==> config.mk <==
export PLATFORM = sky130hd
export DESIGN_NAME = axi_iso_top
export DESIGN_NICKNAME = d
export VERILOG_FILES = /design/src/hw/axi_iso_pkg.sv /design/src/hw/axi_iso_bresp_track.sv /design/src/hw/axi_iso_ctrl.sv /design/src/hw/axi_iso_regs.sv /design/src/hw/axi_iso_top.sv /design/src/hw/axi_iso_wdata_align.sv
export SDC_FILE = /design/constraint.sdc
export NUM_CORES = 1
export LEC_CHECK = 0
export BUFFER_PORTS_ARGS = -buffer_cell sky130_fd_sc_hd__clkbuf_2
export CAP_MARGIN = 0
export CORE_UTILIZATION = 30
export CTS_BUF_LIST = sky130_fd_sc_hd__clkbuf_16
export CTS_CLUSTER_SIZE = 28
export DETAILED_ROUTE_END_ITERATION = 10
export PLACE_DENSITY = 0.66
export SLEW_MARGIN = 20
export SYNTH_ARGS = -nofsm -noshare
export SYNTH_HDL_FRONTEND = slang
export SYNTH_SLANG_ARGS = --single-unit
export TNS_END_PERCENT = 5
==> constraint.sdc <==
create_clock -name clk -period 7.4 [get_ports clk]
set_input_delay 0.74 -clock clk [delete_from_list [all_inputs] [get_ports clk]]
set_output_delay 0.74 -clock clk [all_outputs]
set_load 0.1 [all_outputs]
==> src/hw/axi_iso_pkg.sv <==
// shared sizes, channel and register structs and controller state for the write-path isolator
package axi_iso_pkg;

  // awlen is zero based, so the longest burst is sixteen beats
  localparam int MAX_BURST_LEN = 16;
  localparam int LEN_W = 4;

  // skew budget between AW and W, counted in maximum-length bursts
  localparam int MAX_TXN_SKEW = 2;
  localparam int EXCESS_MAX = MAX_TXN_SKEW * MAX_BURST_LEN;
  // one bit more than strictly needed so the counters never wrap near the limit
  localparam int EXCESS_W = 6;

  // write bursts that may be awaiting a B response downstream
  localparam int MAX_OUTSTANDING = 8;
  localparam int OUT_W = 4;

  // register map, word addressed
  localparam int REG_ADDR_W = 2;
  localparam logic [REG_ADDR_W-1:0] REG_CTRL = 2'd0;
  localparam logic [REG_ADDR_W-1:0] REG_STATUS = 2'd1;

  // AW channel, only the fields the aligner looks at
  typedef struct packed {
    logic             valid;
    logic [LEN_W-1:0] len;
  } aw_req_t;

  // W channel, last is carried only to be forwarded
  typedef struct packed {
    logic valid;
    logic last;
  } w_req_t;

  // strobe based register request, no back-pressure
  typedef struct packed {
    logic                  wr;
    logic                  rd;
    logic [REG_ADDR_W-1:0] addr;
    logic [31:0]           wdata;
  } reg_req_t;

  // read data comes back one cycle after the read strobe
  typedef struct packed {
    logic        rd_valid;
    logic [31:0] rdata;
  } reg_rsp_t;

  // isolation sequence, encoded as it appears in STATUS bits 1:0
  typedef enum logic [1:0] {
    ST_RUN      = 2'd0,
    ST_ALIGN    = 2'd1,
    ST_DRAIN    = 2'd2,
    ST_ISOLATED = 2'd3
  } iso_state_e;

  // what the controller reports back to software
  typedef struct packed {
    iso_state_e       state;
    logic [OUT_W-1:0] outstanding;
  } iso_status_t;

endpackage

==> src/hw/axi_iso_bresp_track.sv <==
// outstanding write burst counter that stalls AW at the limit and flags when all B have returned
module axi_iso_bresp_track (
  input  logic                          clk,
  input  logic                          rst_n,
  // AW coming from the aligner
  input  logic                          in_awvalid,
  output logic                          in_awready,
  // AW going to the subordinate
  output logic                          dn_awvalid,
  input  logic                          dn_awready,
  // B handshake observed as it passes through the top
  input  logic                          b_valid,
  input  logic                          b_ready,
  // counter view for the controller
  output logic [axi_iso_pkg::OUT_W-1:0] outstanding,
  output logic                          drained
);

  // bursts sent downstream whose write response has not come back
  logic [axi_iso_pkg::OUT_W-1:0] count_q;
  logic full;
  logic aw_hs;
  logic b_hs;

  // at the limit no further AW may leave, the subordinate may reorder nothing we track
  assign full = count_q == axi_iso_pkg::MAX_OUTSTANDING;

  assign in_awready = dn_awready && !full;
  assign dn_awvalid = in_awvalid && !full;

  assign aw_hs = in_awvalid && in_awready;
  assign b_hs = b_valid && b_ready;

  // one burst in and one response out in the same cycle leave the count as it is
  always_ff @(posedge clk) begin
    if (!rst_n) begin
      count_q <= '0;
    end else if (aw_hs && !b_hs) begin
      count_q <= count_q + 1'b1;
    end else if (b_hs && !aw_hs && !drained) begin
      // a stray response with nothing outstanding is not allowed to wrap the count
      count_q <= count_q - 1'b1;
    end
  end

  assign outstanding = count_q;
  // nothing left in flight downstream
  assign drained = count_q == '0;

endmodule

==> src/hw/axi_iso_ctrl.sv <==
// isolation FSM that sequences alignment, response drain, isolated hold and release
module axi_iso_ctrl (
  input  logic                          clk,
  input  logic                          rst_n,
  // isolate level from the CTRL register
  input  logic                          isolate,
  // alignment handshake with the aligner
  output logic                          align_req,
  input  logic                          align_done,
  // response tracker view
  input  logic                          drained,
  input  logic [axi_iso_pkg::OUT_W-1:0] outstanding,
  // reported back to software through STATUS
  output axi_iso_pkg::iso_status_t      status
);

  axi_iso_pkg::iso_state_e state_q;
  axi_iso_pkg::iso_state_e state_d;

  // the sequence always runs through to isolated before it lets go,
  // so a request cleared midway is only acted on once the link is quiet
  always_comb begin
    state_d = state_q;
    unique case (state_q)
      axi_iso_pkg::ST_RUN: begin
        // traffic flows freely until software asks for isolation
        if (isolate) begin
          state_d = axi_iso_pkg::ST_ALIGN;
        end
      end
      axi_iso_pkg::ST_ALIGN: begin
        // wait for AW and W to land on a common burst boundary
        if (align_done) begin
          state_d = axi_iso_pkg::ST_DRAIN;
        end
      end
      axi_iso_pkg::ST_DRAIN: begin
        // both channels are held now, wait for the last B response
        if (drained) begin
          state_d = axi_iso_pkg::ST_ISOLATED;
        end
      end
      axi_iso_pkg::ST_ISOLATED: begin
        // stay closed until software clears the isolate bit
        if (!isolate) begin
          state_d = axi_iso_pkg::ST_RUN;
        end
      end
      default: begin
        state_d = axi_iso_pkg::ST_RUN;
      end
    endcase
  end

  always_ff @(posedge clk) begin
    if (!rst_n) begin
      state_q <= axi_iso_pkg::ST_RUN;
    end else begin
      state_q <= state_d;
    end
  end

  // the aligner keeps holding through drain and isolated, and only ST_RUN releases it,
  // which is reached from ST_ISOLATED where align_done is already high
  assign align_req = state_q != axi_iso_pkg::ST_RUN;

  // software sees the state together with the live outstanding count
  assign status = '{state: state_q, outstanding: outstanding};

endmodule

==> src/hw/axi_iso_regs.sv <==
// control and status register block with a strobe based read and write port
module axi_iso_regs (
  input  logic                     clk,
  input  logic                     rst_n,
  // register port from software
  input  axi_iso_pkg::reg_req_t    reg_req,
  output axi_iso_pkg::reg_rsp_t    reg_rsp,
  // isolate level towards the controller
  output logic                     isolate,
  // controller state for the STATUS register
  input  axi_iso_pkg::iso_status_t status
);

  // CTRL bit 0
  logic isolate_q;
  // read response registers
  logic rd_valid_q;
  logic [31:0] rdata_q;
  // read value selected by the current address
  logic [31:0] rdata_d;

  // only CTRL is writable, and writes to STATUS or unused addresses are dropped
  always_ff @(posedge clk) begin
    if (!rst_n) begin
      isolate_q <= 1'b0;
    end else if (reg_req.wr && (reg_req.addr == axi_iso_pkg::REG_CTRL)) begin
      isolate_q <= reg_req.wdata[0];
    end
  end

  // STATUS packs the state into bits 1:0 and the outstanding count into bits 7:4
  always_comb begin
    unique case (reg_req.addr)
      axi_iso_pkg::REG_CTRL: begin
        rdata_d = {31'b0, isolate_q};
      end
      axi_iso_pkg::REG_STATUS: begin
        rdata_d = {24'b0, status.outstanding, 2'b0, status.state};
      end
      default: begin
        // unmapped addresses read back as zero
        rdata_d = '0;
      end
    endcase
  end

  // the valid strobe follows every read strobe by exactly one cycle
  always_ff @(posedge clk) begin
    if (!rst_n) begin
      rd_valid_q <= 1'b0;
    end else begin
      rd_valid_q <= reg_req.rd;
    end
  end

  // read data is captured on each read strobe and held until the next one
  always_ff @(posedge clk) begin
    if (reg_req.rd) begin
      rdata_q <= rdata_d;
    end
  end

  assign reg_rsp = '{rd_valid: rd_valid_q, rdata: rdata_q};
  assign isolate = isolate_q;

endmodule

==> src/hw/axi_iso_top.sv <==
// write-path isolator top that wires the register block, controller, aligner and response tracker
module axi_iso_top (
  input  logic                            clk,
  input  logic                            rst_n,
  // upstream AW and W from the manager
  input  axi_iso_pkg::aw_req_t            up_aw,
  output logic                            up_awready,
  input  axi_iso_pkg::w_req_t             up_w,
  output logic                            up_wready,
  // downstream AW and W to the subordinate
  output logic                            dn_awvalid,
  output logic [axi_iso_pkg::LEN_W-1:0]   dn_awlen,
  input  logic                            dn_awready,
  output logic                            dn_wvalid,
  output logic                            dn_wlast,
  input  logic                            dn_wready,
  // write response, passed through untouched
  input  logic                            dn_bvalid,
  input  logic                            up_bready,
  output logic                            up_bvalid,
  output logic                            dn_bready,
  // register port
  input  axi_iso_pkg::reg_req_t           reg_req,
  output axi_iso_pkg::reg_rsp_t           reg_rsp
);

  // control path
  logic isolate;
  logic align_req;
  logic align_done;
  logic drained;
  logic [axi_iso_pkg::OUT_W-1:0] outstanding;
  axi_iso_pkg::iso_status_t status;

  // AW handshake between the aligner and the response tracker
  logic al_awvalid;
  logic al_awready;

  // the length and last fields ride along with their valid, the hold is in the handshake
  assign dn_awlen = up_aw.len;
  assign dn_wlast = up_w.last;

  // B is never held, the tracker only watches it
  assign up_bvalid = dn_bvalid;
  assign dn_bready = up_bready;

  axi_iso_regs i_regs (
    .clk     (clk),
    .rst_n   (rst_n),
    .reg_req (reg_req),
    .reg_rsp (reg_rsp),
    .isolate (isolate),
    .status  (status)
  );

  axi_iso_ctrl i_ctrl (
    .clk         (clk),
    .rst_n       (rst_n),
    .isolate     (isolate),
    .align_req   (align_req),
    .align_done  (align_done),
    .drained     (drained),
    .outstanding (outstanding),
    .status      (status)
  );

  // the aligner sees the tracker as its downstream AW port
  axi_iso_wdata_align i_align (
    .clk        (clk),
    .rst_n      (rst_n),
    .up_aw      (up_aw),
    .up_awready (up_awready),
    .up_w       (up_w),
    .up_wready  (up_wready),
    .dn_awvalid (al_awvalid),
    .dn_awready (al_awready),
    .dn_wvalid  (dn_wvalid),
    .dn_wready  (dn_wready),
    .align_req  (align_req),
    .align_done (align_done)
  );

  axi_iso_bresp_track i_track (
    .clk         (clk),
    .rst_n       (rst_n),
    .in_awvalid  (al_awvalid),
    .in_awready  (al_awready),
    .dn_awvalid  (dn_awvalid),
    .dn_awready  (dn_awready),
    .b_valid     (dn_bvalid),
    .b_ready     (up_bready),
    .outstanding (outstanding),
    .drained     (drained)
  );

endmodule

==> src/hw/axi_iso_wdata_align.sv <==
// AW/W beat aligner that bounds channel skew, forces both channels into step and holds upstream
module axi_iso_wdata_align (
  input  logic                 clk,
  input  logic                 rst_n,
  // upstream manager side
  input  axi_iso_pkg::aw_req_t up_aw,
  output logic                 up_awready,
  input  axi_iso_pkg::w_req_t  up_w,
  output logic                 up_wready,
  // downstream side, towards the response tracker and subordinate
  output logic                 dn_awvalid,
  input  logic                 dn_awready,
  output logic                 dn_wvalid,
  input  logic                 dn_wready,
  // alignment handshake with the isolation controller
  input  logic                 align_req,
  output logic                 align_done
);

  // beats promised by accepted AW requests that W has not delivered yet
  logic [axi_iso_pkg::EXCESS_W-1:0] excess_aw_q;
  // W beats that arrived before the AW request that will claim them
  logic [axi_iso_pkg::EXCESS_W-1:0] excess_w_q;

  // upstream handshakes, counted whatever happens further down
  logic aw_hs;
  logic w_hs;

  // working values carry one extra bit so the sign of the skew is visible
  logic [axi_iso_pkg::EXCESS_W:0] aw_beats;
  logic [axi_iso_pkg::EXCESS_W:0] balance;
  logic [axi_iso_pkg::EXCESS_W:0] balance_next;
  logic [axi_iso_pkg::EXCESS_W:0] deficit_next;

  // decision terms
  logic aw_full;
  logic w_full;
  logic aw_ahead;
  logic w_ahead;
  logic aligned;
  logic hold_aw;
  logic hold_w;

  assign aw_hs = up_aw.valid && up_awready;
  assign w_hs = up_w.valid && up_wready;

  // awlen counts from zero, so a burst brings len plus one beats
  assign aw_beats = {{(axi_iso_pkg::EXCESS_W + 1 - axi_iso_pkg::LEN_W){1'b0}}, up_aw.len} + 1'b1;

  // net skew in two's complement, positive while AW leads and negative while W leads
  assign balance = {1'b0, excess_aw_q} - {1'b0, excess_w_q};

  // an AW first eats any early W beats and a W beat first eats any promised AW beats,
  // which falls out of adding both into one signed balance
  always_comb begin
    balance_next = balance;
    if (aw_hs) begin
      balance_next = balance_next + aw_beats;
    end
    if (w_hs) begin
      balance_next = balance_next - 1'b1;
    end
  end

  // magnitude of the skew when W ends up ahead
  assign deficit_next = '0 - balance_next;

  // split the balance back into the two counters, so at most one is ever nonzero
  // even when AW and W are accepted in the same cycle
  always_ff @(posedge clk) begin
    if (!rst_n) begin
      excess_aw_q <= '0;
      excess_w_q <= '0;
    end else if (balance_next[axi_iso_pkg::EXCESS_W]) begin
      excess_aw_q <= '0;
      excess_w_q <= deficit_next[axi_iso_pkg::EXCESS_W-1:0];
    end else begin
      excess_aw_q <= balance_next[axi_iso_pkg::EXCESS_W-1:0];
      excess_w_q <= '0;
    end
  end

  // AW stops when one more maximum-length burst would overrun the skew budget
  assign aw_full = excess_aw_q >= (axi_iso_pkg::EXCESS_MAX - axi_iso_pkg::MAX_BURST_LEN);
  // W stops one beat short of the budget, so 31 early beats are the most we take
  assign w_full = excess_w_q >= (axi_iso_pkg::EXCESS_MAX - 1);

  // only one counter can be nonzero, so a nonzero count means that side leads
  assign aw_ahead = excess_aw_q != '0;
  assign w_ahead = excess_w_q != '0;
  assign aligned = !aw_ahead && !w_ahead;

  // done means both channels sit on a burst boundary while alignment is requested
  assign align_done = align_req && aligned;

  // during alignment the leading side waits for the other to catch up,
  // and once aligned both sides stay closed until the request drops
  assign hold_aw = aw_full || (align_req && aw_ahead) || align_done;
  assign hold_w = w_full || (align_req && w_ahead) || align_done;

  // a held channel shows ready low upstream and valid low downstream
  assign up_awready = dn_awready && !hold_aw;
  assign dn_awvalid = up_aw.valid && !hold_aw;
  assign up_wready = dn_wready && !hold_w;
  assign dn_wvalid = up_w.valid && !hold_w;

endmodule

==> metrics.yaml <==
skew_ns: 0.00296
vias: 1631
syn_area_per_cell_um2: 9.17
synthTopCellsByCount: "34 x buf_4, 20 x dfxtp_1, 20 x ha_1"
final_area_um2: 2460
first_iter_violations: 43
critPathRequiredTime_ns: 7.60
start_util_pct: 31.1
max_cap_viol_count: 0
setup-tns-final_ns: 0
wl_per_cell_um: 10.5
ys_seq_elements: 26
gp_congestion: 0.797
wirelength_um: 3910
core_area_um2: 7250
cp-end-kind: "register"
post_cts_buffers: 0
fin_nets: 346
tightest_slew_ns: 0.545
insertion_delay_ns: 0.26
grt_pass1_wl_um: 6290
arrival_ns: 3.84
overflow: 0
synth_most_common_cell: "buf_4"
die_area_um2: 7870
crit_path_start_kind: "register"
ant_nets: 0
status: "finished, final reports clean"
synth_edf_count: 6
ios: 93
ys_warn_count: 0
clock-sinks: 26
period_share_pct: 49.2
cts_made_buffers: 3
setup_viol: 0
die_w_um: 88.7
grt_max_degree: 18
crit_chain: "ha_1, inv_1, fa_1, fa_1, mux2_2, inv_1, ha_1, nand4_1, or3b_4, nor3_4, xor2_1, and3_1"
cts_tree: "yes"
hpwlAfterDp_um: 3380
synth_flop_cell: "dfxtp_1"
track_usage_pct: 10.1
synth_top_area_share_pct: 17.7
final.fill_count: 751
finalHoldViolations: 0
first_pass_iters: 4
ys_seq_area_share_pct: 25.7
max_freq_mhz: 275
synth_compound_area_share_pct: 9.54
drive_gt1_share_pct: 20.5
slowest_delay_ns: 0.51
relSlewSlack_pct: 63.8
post_synth_mux_area_share_pct: 2.77
cts_htree_levels: 1
place_area_um2: 2380
finalMaxSlewViolations: 0
ctsResizeCount: 0
yosysTopAreaCell: "dfxtp_1"
multi_input_area_um2: 1440
clock_path_buffers: 2
drc: 0
syn-instance-count: 246
yosysUniqueCellTypes: 54
cts.clk_slew.worst_paths_ns: 0.06
final.min_clock_period_ns: 3.64
grt_pass1_vias: 1437
rows: 31
synth_fa_ha_area_share_pct: 14.2
antenna-diode-count: 0
antenna_found_initial: 0
cp_slowest_cell: "fa_1"
synth_top_family_by_area: "simple AND/OR/NAND/NOR gates"
io_buffers: 33
rsz0062_at_grt: "no"
vias_per_cell: 4.38
die_h_um: 88.7
async_reset_ff_share_pct: 0
yosys.area_share.simple_pct: 21.7
area_growth_pct: 8.99
cts_hold_buf: 0
hold_path.class: "register to register"
critPathKind: "register to register"
regArea_um2: 581
synth_xor_area_share_pct: 11.4
reg2reg_slack_ns: 3.76
cp_max_fo: 6
syn-cell-area_um2: 2260
cts_root_buf: "clkbuf_16"
synthTopCellsByArea: "dfxtp_1 18%, buf_4 11%, ha_1 11%"
==> per-stage QoR <==
step	std cells	utilization, %	hold WS (ns)	setup WS (ns)
after detailed placement	368	32.8	0.501	3.72
after CTS	372	33.9	0.511	3.72
after global placement	368	32.8	0.493	3.74
after global routing	372	33.9	0.532	3.49
final	372	33.9	0.509	3.76
after floorplan	271	-	0.462	4.08
==> flip-flops by register name (all words and copies together), names as in the netlist <==
signal               count
i_ctrl.state_q           2
i_regs.rdata_q           6
i_align.excess_aw_q      6
i_regs.isolate           1
i_align.excess_w_q       6
i_regs.rd_valid_q        1
i_track.outstanding      4
==> cells by family (layout without fill, tap and decap cells) <==
logic type      Yosys count  count (layout)
buf+inv                  53              55
fa+ha+maj                24              24
other cells               1              26
mux                       6               6
compound gates           31              31
flops                    26              26
simple gates             78              78
xor+xnor                 27              27
==> final timing paths <==
kind	start	endpoint	cells past startpoint
worst max-delay path	i_align.excess_w_q[0]	i_align.excess_aw_q[2]	12
worst min-delay path	i_regs.isolate	i_regs.isolate	2
worst max register to register	i_align.excess_w_q[0]	i_align.excess_aw_q[2]	12
worst min register to register	i_regs.isolate	i_regs.isolate	2
==> worst max-delay path: cells and delay by family, from the launching register on <==
kind / cells / cell delay, ns
muxes: 1 / 0.33
xor gates and xnor gates: 1 / 0.38
adders and majority gates: 4 / 1.33
and+or+nand+nor: 4 / 0.98
DFF: 1 / 0.42
buffers and inverters: 2 / 0.14
==> layout by cell type (no fill, tap or decap), types with 2 or more instances in the layout <==
cell and count:
clkbuf_2 33, conb_1 26, ha_1 20, dfxtp_1 20
xnor2_1 17, inv_1 17, nor2_1 14, nor3_1 12
a21oi_1 11, nand2_1 9, and2_1 8, xor2_1 8
edfxtp_1 6, a21o_1 5, and3_1 4, nand3_1 4
mux2i_1 4, nor2b_1 3, fa_1 3, clkbuf_16 3
nor4_2 2, nor3_4 2, nor3_2 2, and2_2 2
mux2_2 2, nand2b_1 2, o21ai_0 2, nor3b_1 2
nand4_1 2, a31oi_1 2, nor4_1 2
==> routing by layer <==
layer	track usage (%)	up-vias	part of all wire (%)
met5	0	-	0
met4	1.32	0	0
met3	1.68	0	3.6
met2	18.4	38	48
met1	12.7	757	48
li1	-	836	-
==> cell type report <==
type	instances	area share (%)
clock buffer	3	3.05
clock inverter	1	0.153
inverter	18	2.75
multi-input combinational	192	58.7
sequential	26	23.6
tap	99	5.04
timing repair buffer	33	6.72
Power is left out: the tool's default activity adds up to more than one toggle a clock period on the data nets, which glitch-free logic cannot reach.
